<file path="src/common/dma_cfg_pkg.sv">
package dma_cfg_pkg;

    ////////////////////////////////////////////////////////////////////////////
    // memory side widths
    ////////////////////////////////////////////////////////////////////////////

    // byte address into memory
    parameter int ADDR_W = 32;

    // one beat on both memory and stream side
    parameter int DATA_W = 64;

    ////////////////////////////////////////////////////////////////////////////
    // derived sizes
    ////////////////////////////////////////////////////////////////////////////

    parameter int BYTE_W     = DATA_W / 8;        // keep / strobe bits per beat
    parameter int BEAT_SHIFT = $clog2(BYTE_W);    // address step per beat, as shift

    // low address bits below BEAT_SHIFT are ignored by the engines,
    // every beat lands on its own aligned address

endpackage

</file>
<file path="src/common/dma_cmd_pkg.sv">
package dma_cmd_pkg;

    import dma_cfg_pkg::*;

    ////////////////////////////////////////////////////////////////////////////
    // command word
    ////////////////////////////////////////////////////////////////////////////

    // byte length sits in the low bits, start address above it
    parameter int LEN_W = 16;
    parameter int CMD_W = ADDR_W + LEN_W;

    // beat count of the longest command, length rounded up to whole beats
    parameter int BEAT_W = LEN_W - BEAT_SHIFT + 1;

    typedef logic [BEAT_W-1:0] beat_cnt_t;

    ////////////////////////////////////////////////////////////////////////////
    // write response
    ////////////////////////////////////////////////////////////////////////////

    parameter int RESP_W = 2;

    // anything else on b is an error
    parameter logic [RESP_W-1:0] RESP_OKAY = 2'b00;

endpackage

</file>
<file path="src/dma_cmd_decode.sv">
`timescale 1ns/1ps

module dma_cmd_decode #(
    parameter int ADDR_W = dma_cfg_pkg::ADDR_W
) (
    input  logic                          clk,
    input  logic                          rst,

    // user command, held until ack
    input  logic                          i_cmd_req,
    input  logic [dma_cmd_pkg::CMD_W-1:0] i_cmd_data,    // {saddr, byte len}
    output logic                          o_cmd_ack,

    // towards one engine
    output logic                          o_start,
    output logic [ADDR_W-1:0]             o_start_addr,
    output dma_cmd_pkg::beat_cnt_t        o_beats,
    input  logic                          i_done
);

    import dma_cfg_pkg::*;
    import dma_cmd_pkg::*;

    logic           busy;         // engine running
    logic [LEN_W:0] len_round;    // extra bit keeps the carry
    beat_cnt_t      cmd_beats;
    logic           take;
    logic           non_zero;

    // round byte length up to whole beats
    assign len_round = {1'b0, i_cmd_data[LEN_W-1:0]} + (LEN_W+1)'(BYTE_W - 1);
    assign cmd_beats = len_round[LEN_W:BEAT_SHIFT];
    assign non_zero  = (cmd_beats != '0);

    // req is still high in the ack cycle, so skip it there
    assign take = i_cmd_req & ~busy & ~o_cmd_ack;

    always_ff @(posedge clk) begin
        if (rst) begin
            busy      <= 1'b0;
            o_cmd_ack <= 1'b0;
            o_start   <= 1'b0;
        end else begin
            o_cmd_ack <= take;
            o_start   <= take & non_zero;   // zero length only gets the ack
            if (take && non_zero) begin
                busy <= 1'b1;
            end else if (i_done) begin
                busy <= 1'b0;
            end
        end
    end

    // command fields, only looked at together with o_start
    always_ff @(posedge clk) begin
        if (take) begin
            o_start_addr <= i_cmd_data[LEN_W +: ADDR_W];
            o_beats      <= cmd_beats;
        end
    end

endmodule

</file>
<file path="src/mm2s/dma_mm2s_engine.sv">
`timescale 1ns/1ps

module dma_mm2s_engine #(
    parameter int ADDR_W = dma_cfg_pkg::ADDR_W,
    parameter int DATA_W = dma_cfg_pkg::DATA_W
) (
    input  logic                   clk,
    input  logic                   rst,

    input  logic                   i_start,
    input  logic [ADDR_W-1:0]      i_start_addr,
    input  dma_cmd_pkg::beat_cnt_t i_beats,
    output logic                   o_done,

    // memory read address / data
    output logic                   o_mem_ar_valid,
    input  logic                   i_mem_ar_ready,
    output logic [ADDR_W-1:0]      o_mem_ar_addr,
    input  logic                   i_mem_r_valid,
    output logic                   o_mem_r_ready,
    input  logic [DATA_W-1:0]      i_mem_r_data,

    // outgoing stream
    output logic                   o_dma_rd_valid,
    input  logic                   i_dma_rd_ready,
    output logic [DATA_W-1:0]      o_dma_rd_data,
    output logic                   o_dma_rd_last
);

    import dma_cmd_pkg::*;

    localparam logic [ADDR_W-1:0] ADDR_STEP = ADDR_W'(DATA_W / 8);

    beat_cnt_t ar_left;     // addresses not yet issued
    beat_cnt_t r_left;      // words not yet returned
    logic      r_wait;      // one read outstanding
    logic      ar_fire;
    logic      r_fire;
    logic      out_fire;

    assign ar_fire  = o_mem_ar_valid & i_mem_ar_ready;
    assign r_fire   = i_mem_r_valid & o_mem_r_ready;
    assign out_fire = o_dma_rd_valid & i_dma_rd_ready;

    // take a word only if the buffer is free or empties this cycle
    assign o_mem_r_ready = r_wait & (~o_dma_rd_valid | i_dma_rd_ready);

    ////////////////////////////////////////////////////////////////////////////
    // address and read tracking
    ////////////////////////////////////////////////////////////////////////////

    always_ff @(posedge clk) begin
        if (rst) begin
            o_mem_ar_valid <= 1'b0;
            r_wait         <= 1'b0;
            ar_left        <= '0;
            r_left         <= '0;
            o_dma_rd_valid <= 1'b0;
            o_dma_rd_last  <= 1'b0;
            o_done         <= 1'b0;
        end else begin
            o_done <= out_fire & o_dma_rd_last;
            if (i_start) begin
                o_mem_ar_valid <= 1'b1;
                ar_left        <= i_beats;
                r_left         <= i_beats;
            end
            if (ar_fire) begin
                o_mem_ar_valid <= 1'b0;
                r_wait         <= 1'b1;
                ar_left        <= ar_left - 1'b1;
            end
            if (r_fire) begin
                r_wait         <= 1'b0;
                r_left         <= r_left - 1'b1;
                o_mem_ar_valid <= (ar_left != '0);   // next address right away
                o_dma_rd_valid <= 1'b1;
                o_dma_rd_last  <= (r_left == beat_cnt_t'(1));
            end else if (out_fire) begin
                o_dma_rd_valid <= 1'b0;
                o_dma_rd_last  <= 1'b0;
            end
        end
    end

    always_ff @(posedge clk) begin
        if (i_start) begin
            o_mem_ar_addr <= i_start_addr;
        end else if (ar_fire) begin
            o_mem_ar_addr <= o_mem_ar_addr + ADDR_STEP;
        end
        if (r_fire) begin
            o_dma_rd_data <= i_mem_r_data;  // one word buffer
        end
    end

endmodule

</file>
<file path="src/s2mm/dma_s2mm_engine.sv">
`timescale 1ns/1ps

module dma_s2mm_engine #(
    parameter int ADDR_W = dma_cfg_pkg::ADDR_W,
    parameter int DATA_W = dma_cfg_pkg::DATA_W
) (
    input  logic                   clk,
    input  logic                   rst,

    input  logic                   i_start,
    input  logic [ADDR_W-1:0]      i_start_addr,
    input  dma_cmd_pkg::beat_cnt_t i_beats,
    output logic                   o_done,

    // incoming stream
    input  logic                   i_dma_wr_valid,
    output logic                   o_dma_wr_ready,
    input  logic [DATA_W-1:0]      i_dma_wr_data,
    input  logic [DATA_W/8-1:0]    i_dma_wr_keep,

    // memory write address / data
    output logic                   o_mem_aw_valid,
    input  logic                   i_mem_aw_ready,
    output logic [ADDR_W-1:0]      o_mem_aw_addr,
    output logic                   o_mem_w_valid,
    input  logic                   i_mem_w_ready,
    output logic [DATA_W-1:0]      o_mem_w_data,
    output logic [DATA_W/8-1:0]    o_mem_w_strb
);

    import dma_cmd_pkg::*;

    localparam logic [ADDR_W-1:0] ADDR_STEP = ADDR_W'(DATA_W / 8);

    beat_cnt_t beats_left;
    logic      active;
    logic      aw_hold;         // aw still waiting after this cycle
    logic      w_hold;
    logic      beat_taken;      // both channels done with the beat
    logic      in_fire;

    assign aw_hold    = o_mem_aw_valid & ~i_mem_aw_ready;
    assign w_hold     = o_mem_w_valid & ~i_mem_w_ready;
    assign beat_taken = (o_mem_aw_valid | o_mem_w_valid) & ~aw_hold & ~w_hold;

    // one beat held at a time, ready stays low while memory stalls
    assign o_dma_wr_ready = active & ~o_mem_aw_valid & ~o_mem_w_valid;
    assign in_fire        = i_dma_wr_valid & o_dma_wr_ready;

    ////////////////////////////////////////////////////////////////////////////
    // beat control
    ////////////////////////////////////////////////////////////////////////////

    always_ff @(posedge clk) begin
        if (rst) begin
            active         <= 1'b0;
            beats_left     <= '0;
            o_mem_aw_valid <= 1'b0;
            o_mem_w_valid  <= 1'b0;
            o_done         <= 1'b0;
        end else begin
            o_done         <= 1'b0;
            o_mem_aw_valid <= in_fire | aw_hold;
            o_mem_w_valid  <= in_fire | w_hold;
            if (i_start) begin
                active     <= 1'b1;
                beats_left <= i_beats;
            end else if (beat_taken) begin
                beats_left <= beats_left - 1'b1;
                if (beats_left == beat_cnt_t'(1)) begin
                    active <= 1'b0;
                    o_done <= 1'b1;     // last beat accepted by memory
                end
            end
        end
    end

    always_ff @(posedge clk) begin
        if (i_start) begin
            o_mem_aw_addr <= i_start_addr;
        end else if (beat_taken) begin
            o_mem_aw_addr <= o_mem_aw_addr + ADDR_STEP;
        end
        if (in_fire) begin
            o_mem_w_data <= i_dma_wr_data;
            o_mem_w_strb <= i_dma_wr_keep;  // keep maps straight to strobe
        end
    end

endmodule

</file>
<file path="src/s2mm/dma_wr_resp_track.sv">
`timescale 1ns/1ps

module dma_wr_resp_track (
    input  logic                           clk,
    input  logic                           rst,

    input  logic                           i_start,
    input  dma_cmd_pkg::beat_cnt_t         i_beats,

    input  logic                           i_mem_b_valid,
    output logic                           o_mem_b_ready,
    input  logic [dma_cmd_pkg::RESP_W-1:0] i_mem_b_resp,

    output logic                           o_wr_finish,
    output logic                           o_wr_error
);

    import dma_cmd_pkg::*;

    beat_cnt_t resp_left;   // responses still expected
    logic      err_seen;
    logic      bad_resp;

    assign o_mem_b_ready = 1'b1;    // responses never stalled
    assign bad_resp      = (i_mem_b_resp != RESP_OKAY);

    always_ff @(posedge clk) begin
        if (rst) begin
            resp_left   <= '0;
            err_seen    <= 1'b0;
            o_wr_finish <= 1'b0;
            o_wr_error  <= 1'b0;
        end else begin
            o_wr_finish <= 1'b0;
            o_wr_error  <= 1'b0;
            if (i_start) begin
                resp_left <= i_beats;
                err_seen  <= 1'b0;
            end else if (i_mem_b_valid && resp_left != '0) begin
                resp_left <= resp_left - 1'b1;
                if (resp_left == beat_cnt_t'(1)) begin
                    o_wr_finish <= 1'b1;
                    o_wr_error  <= err_seen | bad_resp;
                    err_seen    <= 1'b0;
                end else begin
                    err_seen <= err_seen | bad_resp;
                end
            end
        end
    end

endmodule

</file>
<file path="src/dma_top.sv">
`timescale 1ns/1ps

module dma_top #(
    parameter int ADDR_W = dma_cfg_pkg::ADDR_W,
    parameter int DATA_W = dma_cfg_pkg::DATA_W
) (
    input  logic                           clk,
    input  logic                           rst,

    // commands
    input  logic                           i_rd_cmd_req,
    input  logic [dma_cmd_pkg::CMD_W-1:0]  i_rd_cmd_data,
    output logic                           o_rd_cmd_ack,
    input  logic                           i_wr_cmd_req,
    input  logic [dma_cmd_pkg::CMD_W-1:0]  i_wr_cmd_data,
    output logic                           o_wr_cmd_ack,

    // streams
    output logic                           o_dma_rd_valid,
    input  logic                           i_dma_rd_ready,
    output logic [DATA_W-1:0]              o_dma_rd_data,
    output logic                           o_dma_rd_last,
    input  logic                           i_dma_wr_valid,
    output logic                           o_dma_wr_ready,
    input  logic [DATA_W-1:0]              i_dma_wr_data,
    input  logic [DATA_W/8-1:0]            i_dma_wr_keep,
    output logic                           o_wr_finish,
    output logic                           o_wr_error,

    // memory
    output logic                           o_mem_ar_valid,
    input  logic                           i_mem_ar_ready,
    output logic [ADDR_W-1:0]              o_mem_ar_addr,
    input  logic                           i_mem_r_valid,
    output logic                           o_mem_r_ready,
    input  logic [DATA_W-1:0]              i_mem_r_data,
    output logic                           o_mem_aw_valid,
    input  logic                           i_mem_aw_ready,
    output logic [ADDR_W-1:0]              o_mem_aw_addr,
    output logic                           o_mem_w_valid,
    input  logic                           i_mem_w_ready,
    output logic [DATA_W-1:0]              o_mem_w_data,
    output logic [DATA_W/8-1:0]            o_mem_w_strb,
    input  logic                           i_mem_b_valid,
    output logic                           o_mem_b_ready,
    input  logic [dma_cmd_pkg::RESP_W-1:0] i_mem_b_resp
);

    import dma_cmd_pkg::*;

    logic              rd_start, rd_done;
    logic [ADDR_W-1:0] rd_start_addr;
    beat_cnt_t         rd_beats;
    logic              wr_start, wr_done;
    logic [ADDR_W-1:0] wr_start_addr;
    beat_cnt_t         wr_beats;

    ////////////////////////////////////////////////////////////////////////////
    // read path, memory to stream
    ////////////////////////////////////////////////////////////////////////////

    dma_cmd_decode #(.ADDR_W(ADDR_W)) u_rd_decode (
        .clk, .rst,
        .i_cmd_req (i_rd_cmd_req), .i_cmd_data (i_rd_cmd_data), .o_cmd_ack (o_rd_cmd_ack),
        .o_start (rd_start), .o_start_addr (rd_start_addr), .o_beats (rd_beats),
        .i_done (rd_done)
    );

    dma_mm2s_engine #(.ADDR_W(ADDR_W), .DATA_W(DATA_W)) u_mm2s (
        .clk, .rst,
        .i_start (rd_start), .i_start_addr (rd_start_addr), .i_beats (rd_beats),
        .o_done (rd_done),
        .o_mem_ar_valid, .i_mem_ar_ready, .o_mem_ar_addr,
        .i_mem_r_valid, .o_mem_r_ready, .i_mem_r_data,
        .o_dma_rd_valid, .i_dma_rd_ready, .o_dma_rd_data, .o_dma_rd_last
    );

    ////////////////////////////////////////////////////////////////////////////
    // write path, stream to memory
    ////////////////////////////////////////////////////////////////////////////

    dma_cmd_decode #(.ADDR_W(ADDR_W)) u_wr_decode (
        .clk, .rst,
        .i_cmd_req (i_wr_cmd_req), .i_cmd_data (i_wr_cmd_data), .o_cmd_ack (o_wr_cmd_ack),
        .o_start (wr_start), .o_start_addr (wr_start_addr), .o_beats (wr_beats),
        .i_done (wr_done)
    );

    dma_s2mm_engine #(.ADDR_W(ADDR_W), .DATA_W(DATA_W)) u_s2mm (
        .clk, .rst,
        .i_start (wr_start), .i_start_addr (wr_start_addr), .i_beats (wr_beats),
        .o_done (wr_done),
        .i_dma_wr_valid, .o_dma_wr_ready, .i_dma_wr_data, .i_dma_wr_keep,
        .o_mem_aw_valid, .i_mem_aw_ready, .o_mem_aw_addr,
        .o_mem_w_valid, .i_mem_w_ready, .o_mem_w_data, .o_mem_w_strb
    );

    // finish follows the last b, not the last w
    dma_wr_resp_track u_wr_resp (
        .clk, .rst,
        .i_start (wr_start), .i_beats (wr_beats),
        .i_mem_b_valid, .o_mem_b_ready, .i_mem_b_resp,
        .o_wr_finish, .o_wr_error
    );

endmodule

</file>
<file path="config.mk">
export PLATFORM = sky130hd
export DESIGN_NAME = dma_top
export DESIGN_NICKNAME = d
export VERILOG_FILES = /design/src/common/dma_cfg_pkg.sv /design/src/common/dma_cmd_pkg.sv /design/src/dma_cmd_decode.sv /design/src/mm2s/dma_mm2s_engine.sv /design/src/s2mm/dma_s2mm_engine.sv /design/src/s2mm/dma_wr_resp_track.sv /design/src/dma_top.sv
export SDC_FILE = /design/constraint.sdc
export NUM_CORES = 1
export LEC_CHECK = 0
export BUFFER_PORTS_ARGS = -buffer_cell sky130_fd_sc_hd__buf_2
export CORE_ASPECT_RATIO = 1.25
export CORE_MARGIN = 5
export CORE_UTILIZATION = 45
export CTS_BUF_LIST = sky130_fd_sc_hd__clkbuf_2
export DETAILED_ROUTE_END_ITERATION = 8
export GPL_ROUTABILITY_DRIVEN = 0
export PLACE_DENSITY = 0.71
export SYNTH_ARGS = -nofsm -noshare
export SYNTH_HDL_FRONTEND = slang
export SYNTH_SLANG_ARGS = --single-unit
</file>
<file path="constraint.sdc">
create_clock -name clk -period 12.7 [get_ports clk]
set_input_delay 3.81 -clock clk [delete_from_list [all_inputs] [get_ports clk]]
set_output_delay 3.81 -clock clk [all_outputs]
set_load 0.005 [all_outputs]
</file>
# Word level (Yosys, flattened, before mapping)

Cells that the tools add are included.

Register bits: 366
Output and inout port bits: 212
Logic and storage cells: 129

$add $sub $neg: 8
Equality and inequality tests: 3
Multiplexer cells: 27
Bitwise logic cells: 37
Reductions and logical operators: 23

Operators with widths:

| kind                  | count |
|---|---|
| $mux 32               | 4 |
| $mux 14               | 7 |
| $add 32x4->32 const B | 2 |
| $reduce_bool 14->1    | 4 |
| $sub 14x1->14 const B | 4 |
| $eq 14x1->1 const B   | 3 |
| $add 16x3->17 const B | 2 |
| $and 1x1->1           | 18 |
| $reduce_bool 2->1     | 9 |
| $mux 1                | 16 |
| $not 1->1             | 14 |
| $reduce_or 3->1       | 2 |
| $or 1x1->1            | 5 |
| $reduce_or 2->1       | 2 |
| $reduce_or 4->1       | 1 |
| $logic_and 1x1->1     | 3 |
| $reduce_bool 3->1     | 1 |
| $reduce_and 2->1      | 1 |

# Longest topological paths before layout

Depth after elaboration: 7
Gate-level depth with buffers: 7

# By module

A second synthesis with hierarchy kept.

Cell total of the unflattened synthesis: 1185
Area total of the unflattened synthesis: 15422.3 µm²

Modules (own cells, without submodules):

| module            | times used | cells an instance | area each (µm²) | seq. area each (µm²) |
|---|---|---|---|---|
| dma_mm2s_engine   | 1          | 477               | 5621.6          | 3543.4 |
| dma_s2mm_engine   | 1          | 393               | 5139.9          | 3483.3 |
| dma_cmd_decode    | 2          | 100               | 1809.2          | 1441.4 |
| dma_wr_resp_track | 1          | 115               | 1042.2          | 340.3 |

# Worst setup path after synthesis

Ideal clock, no wire load.

Path type: input to register
Start: input port i_wr_cmd_req
End: register u_wr_decode.busy
Setup time: 76 ps
Arrival time: 7831 ps
Required time: 12624 ps
Slack: 4793 ps
Stages: 3
Buffers on the path: 0
Path through: nor3b_1 o41ai_1 a21oi_1

Longest elaborated chain between the ends: 4

Ends and longest elaborated chain:

| item                                               | RTL line             | source |
|---|---|---|
| start: declaration                                 | dma_top.sv:14        | `input logic i_wr_cmd_req,` |
| $and 1x1->1 * (2 in series)                        | dma_cmd_decode.sv:36 | `assign take = i_cmd_req & ~busy & ~o_cmd_ack;` |
| $logic_and 1x1->1 *                                | dma_cmd_decode.sv:46 | `if (take && non_zero) begin` |
| $mux 1 / $reduce_bool 2->1 (equally long branches) | n/a                  |  |
| end signal: assignment                             | dma_cmd_decode.sv:40 | `busy <= 1'b0;` |
| end signal: assignment                             | dma_cmd_decode.sv:47 | `busy <= 1'b1;` |
| end signal: assignment                             | dma_cmd_decode.sv:49 | `busy <= 1'b0;` |
| end: declaration                                   | dma_cmd_decode.sv:24 | `logic busy;` |

Mark *: on every way between the ends. The rest lies on a longest branch, timed or not.
A chain may end at the register's enable or synchronous reset.

# Final worst setup path

Start: input port i_dma_rd_ready
End: output port o_mem_r_ready

Longest elaborated chain between the ends: 2

Ends and longest elaborated chain:

| item               | RTL line              | source |
|---|---|---|
| start: declaration | dma_top.sv:20         | `input logic i_dma_rd_ready,` |
| $or 1x1->1         | dma_mm2s_engine.sv:46 | `assign o_mem_r_ready = r_wait & (~o_dma_rd_valid \| i_dma_rd_ready);` |
| $and 1x1->1        | dma_mm2s_engine.sv:46 |  |
| end: declaration   | dma_top.sv:35         | `output logic o_mem_r_ready,` |

No other way between the ends.

==> flow_metrics.py <==
metrics = {
    "floorplan": {
        "io_pins": 457,
        "num_rows": 75,
        "die_area_mm2": 0.0373,
        "core-area_mm2": 0.0333,
        "die_y_um": 215,
        "start_util": 0.453,
        "die_w_um": 174,
    },
    "finish": {
        "finalNetCount": 1926,
        "area_delta_synth_final_pct": 23.4,
        "drive_above_1_share": 0.369,
        "final_cell_mix": "455 x buf_2, 292 x edfxtp_1, 139 x clkbuf_2",
        "final_common_cell": "buf_2",
        "final_cells": 2174,
        "fin_area_mm2": 0.0186,
        "utilization": 0.559,
    },
    "yosys": {
        "synthFlopType": "edfxtp_1",
        "async_flop_share": 0,
        "ys_ff_latch": 366,
        "synth.avg_cell_area_um2": 12.9,
        "synth_warnings": 0,
        "ys_seq_area_frac": 0.680,
        "syn-num-nets": 1421,
        "syn_inst": 1167,
        "ys_types": 76,
        "syn-cell-area_mm2": 0.0151,
        "synth_edf_count": 292,
    },
    "place": {
        "dpl_cell_area_mm2": 0.0178,
        "dpl.cell_count": 2002,
        "port_buffers": 455,
        "post-place-ws_ps": 4420,
        "detailed_place_hpwl_mm": 31.1,
    },
    "setup_path": {
        "rr_endpoint": "u_mm2s.r_left[7]",
        "r2r_slack_ps": 9990,
        "start_kind": "input pin",
        "r2r-start": "u_mm2s.o_dma_rd_valid",
        "rr_worst_depth": 6,
        "required_ps": 8890,
        "cp-startpoint": "i_dma_rd_ready",
        "crit_arrival_ps": 4490,
        "path_max_fanout": 4,
        "critical_path_class": "input pin to output pin",
        "crit_path_end_kind": "output pin",
        "worstSetupEndpoint": "o_mem_r_ready",
    },
    "clock_network": {
        "cts_setup_buffers": 0,
        "clk_pin_slew_ps": 100,
        "htreeDepth": 3,
        "clock_latency_ps": 970,
        "cts.sinks": 366,
        "cts-root-buf": "clkbuf_2",
        "cts_resized": 0,
        "postCtsHoldBufs": 0,
        "cts_tree": "done",
        "cts_buffers": 91,
        "cts_max_path_buffers": 3,
    },
    "timing": {
        "fin_crit_ps": 8300,
        "setup-tns-final_ps": 0,
        "period_share": 0.654,
        "rsz0062_at_grt": "no",
        "hold_violations": 0,
        "whs_ps": 472,
        "maxSlewHeadroom": 0.296,
        "finalClockSkew_ps": 91.4,
        "setup_viol": 0,
        "setup_slack_ps": 4400,
        "tightest_slew_ps": 1040,
        "fmax_mhz": 120,
        "finalMaxSlewViolations": 0,
    },
    "detailed_routing": {
        "wl_per_cell_um": 19.5,
        "vias_per_cell": 5.46,
        "ant_nets": 0,
        "vias": 11880,
        "firstDrtPassIters": 6,
        "drt_iter0_drc": 927,
        "drc_errors": 0,
        "finalWirelength_mm": 42.4,
    },
    "hold_path": {
        "hold_class": "register to register",
    },
    "global_routing": {
        "gr-total-overflow": 0,
        "grt_max_degree": 77,
        "antenna_found_initial": 7,
        "track_usage": 0.219,
        "grt_pass1_wl_mm": 64.4,
        "grt_pass1_vias": 11538,
    },
    "power": {
        "p_comb_frac": 0.119,
        "pwr-share-seq": 0.570,
        "ir_worst_vdd_v": 0.0000735,
        "power_mw": 2.53,
        "p_clk_frac": 0.311,
        "power_leakage_nw": 7.25,
        "p_int_mw": 1.82,
        "pwr_density_cell_mw_per_mm2": 136,
        "power_switching_mw": 0.708,
        "swShare": 0.280,
    },
    "flow_run": {
        "cap_viol_max_count": 0,
    },
    "outcome": {
        "status": "finished clean",
    },
}
[logic make-up after synthesis]
family          after synthesis  synth area share
compound gates              221             0.100
simple gates                417             0.153
mux                           4           0.00290
buf+inv                      94            0.0246
xor+xnor                     55            0.0320
flops                       366             0.680
fa+ha+maj                     9           0.00747
other cells                   1          0.000249
[final cells by class]
cell class	count	area, um2
clock inverters	30	153
inverters	41	155
clock buffers	139	696
fillers	2810	14700
well taps	423	529
flip-flops and latches	366	10300
multi-input cells	707	4470
diodes	3	7.51
repair buffers	465	2350
[state kept, by name, summed over array words and instances (netlist names), 14 cells and up]
| name | flops |
|---|---|
| u_mm2s.r_left | 14 |
| u_wr_decode.o_beats | 14 |
| u_wr_decode.o_start_addr | 32 |
| u_s2mm.beats_left | 14 |
| u_s2mm.o_mem_aw_addr | 32 |
| u_s2mm.o_mem_w_data | 64 |
| u_rd_decode.o_start_addr | 32 |
| u_mm2s.ar_left | 14 |
| u_wr_resp.resp_left | 14 |
| u_mm2s.o_mem_ar_addr | 32 |
| u_mm2s.o_dma_rd_data | 64 |
| u_rd_decode.o_beats | 14 |
[critical path: stages]
cell and delay [ps]:
buf_2 120, nor2b_1 250, nor2_1 150, buf_2 160
[routing by layer]
metal	track usage	routed length, um	up-vias	share of wire
met5	0	35	-	0.00083
met4	0.0919	1050	8	0.025
met3	0.0719	3940	72	0.093
met2	0.363	21000	576	0.49
met1	0.264	16400	5627	0.39
li1	-	-	5597	-
[synthesized netlist by cell type, types with 7 or more instances]
master / n / share of area
nor3b_1: 11 / 0.0055
and4_1: 11 / 0.0064
o21ai_0: 43 / 0.014
xnor2_1: 30 / 0.017
nand2_1: 87 / 0.022
or3_1: 13 / 0.0054
ha_1: 9 / 0.0075
edfxtp_1: 292 / 0.58
or4_1: 29 / 0.014
and3_1: 13 / 0.0054
o31a_1: 10 / 0.0058
and2_1: 13 / 0.0054
nand3_1: 46 / 0.015
a31oi_1: 41 / 0.017
nand4_1: 34 / 0.014
or2_2: 8 / 0.0033
nor4_1: 28 / 0.012
o31ai_1: 21 / 0.010
clkbuf_1: 44 / 0.011
inv_1: 40 / 0.010
nand2b_1: 7 / 0.0029
a21oi_1: 28 / 0.0093
a211o_1: 7 / 0.0041
nor2_1: 65 / 0.016
dfxtp_1: 74 / 0.098
nor3_1: 21 / 0.0070
xor2_1: 25 / 0.015
a211oi_1: 11 / 0.0055
o211ai_1: 10 / 0.0050
[power by group through the flow]
| stage | sequential [mW] | combinational (mW) | clock [mW] |
|---|---|---|---|
| 2_1_floorplan | 1.46 | 0.177 | 0 |
| 3_3_place_gp | 1.46 | 0.290 | 0 |
| 3_5_place_dp | 1.47 | 0.300 | 0 |
| 4_1_cts | 1.44 | 0.301 | 0.823 |
| 5_1_grt | 1.45 | 0.335 | 0.888 |
| 6_report | 1.44 | 0.301 | 0.787 |
[worst min-delay path by stage]
stage,from,endpoint,cells past startpoint
2_1_floorplan,u_wr_resp.err_seen,u_wr_resp.o_wr_error,1
3_3_place_gp,u_wr_resp.err_seen,u_wr_resp.o_wr_error,1
3_5_place_dp,u_wr_resp.err_seen,u_wr_resp.o_wr_error,1
4_1_cts,u_mm2s.r_left[5],u_mm2s.r_left[5],2
5_1_grt,u_wr_resp.err_seen,u_wr_resp.o_wr_error,1
6_report,u_rd_decode.o_start_addr[0],u_mm2s.o_mem_ar_addr[0],1
Note: power is estimated with default switching activity, not from simulation.
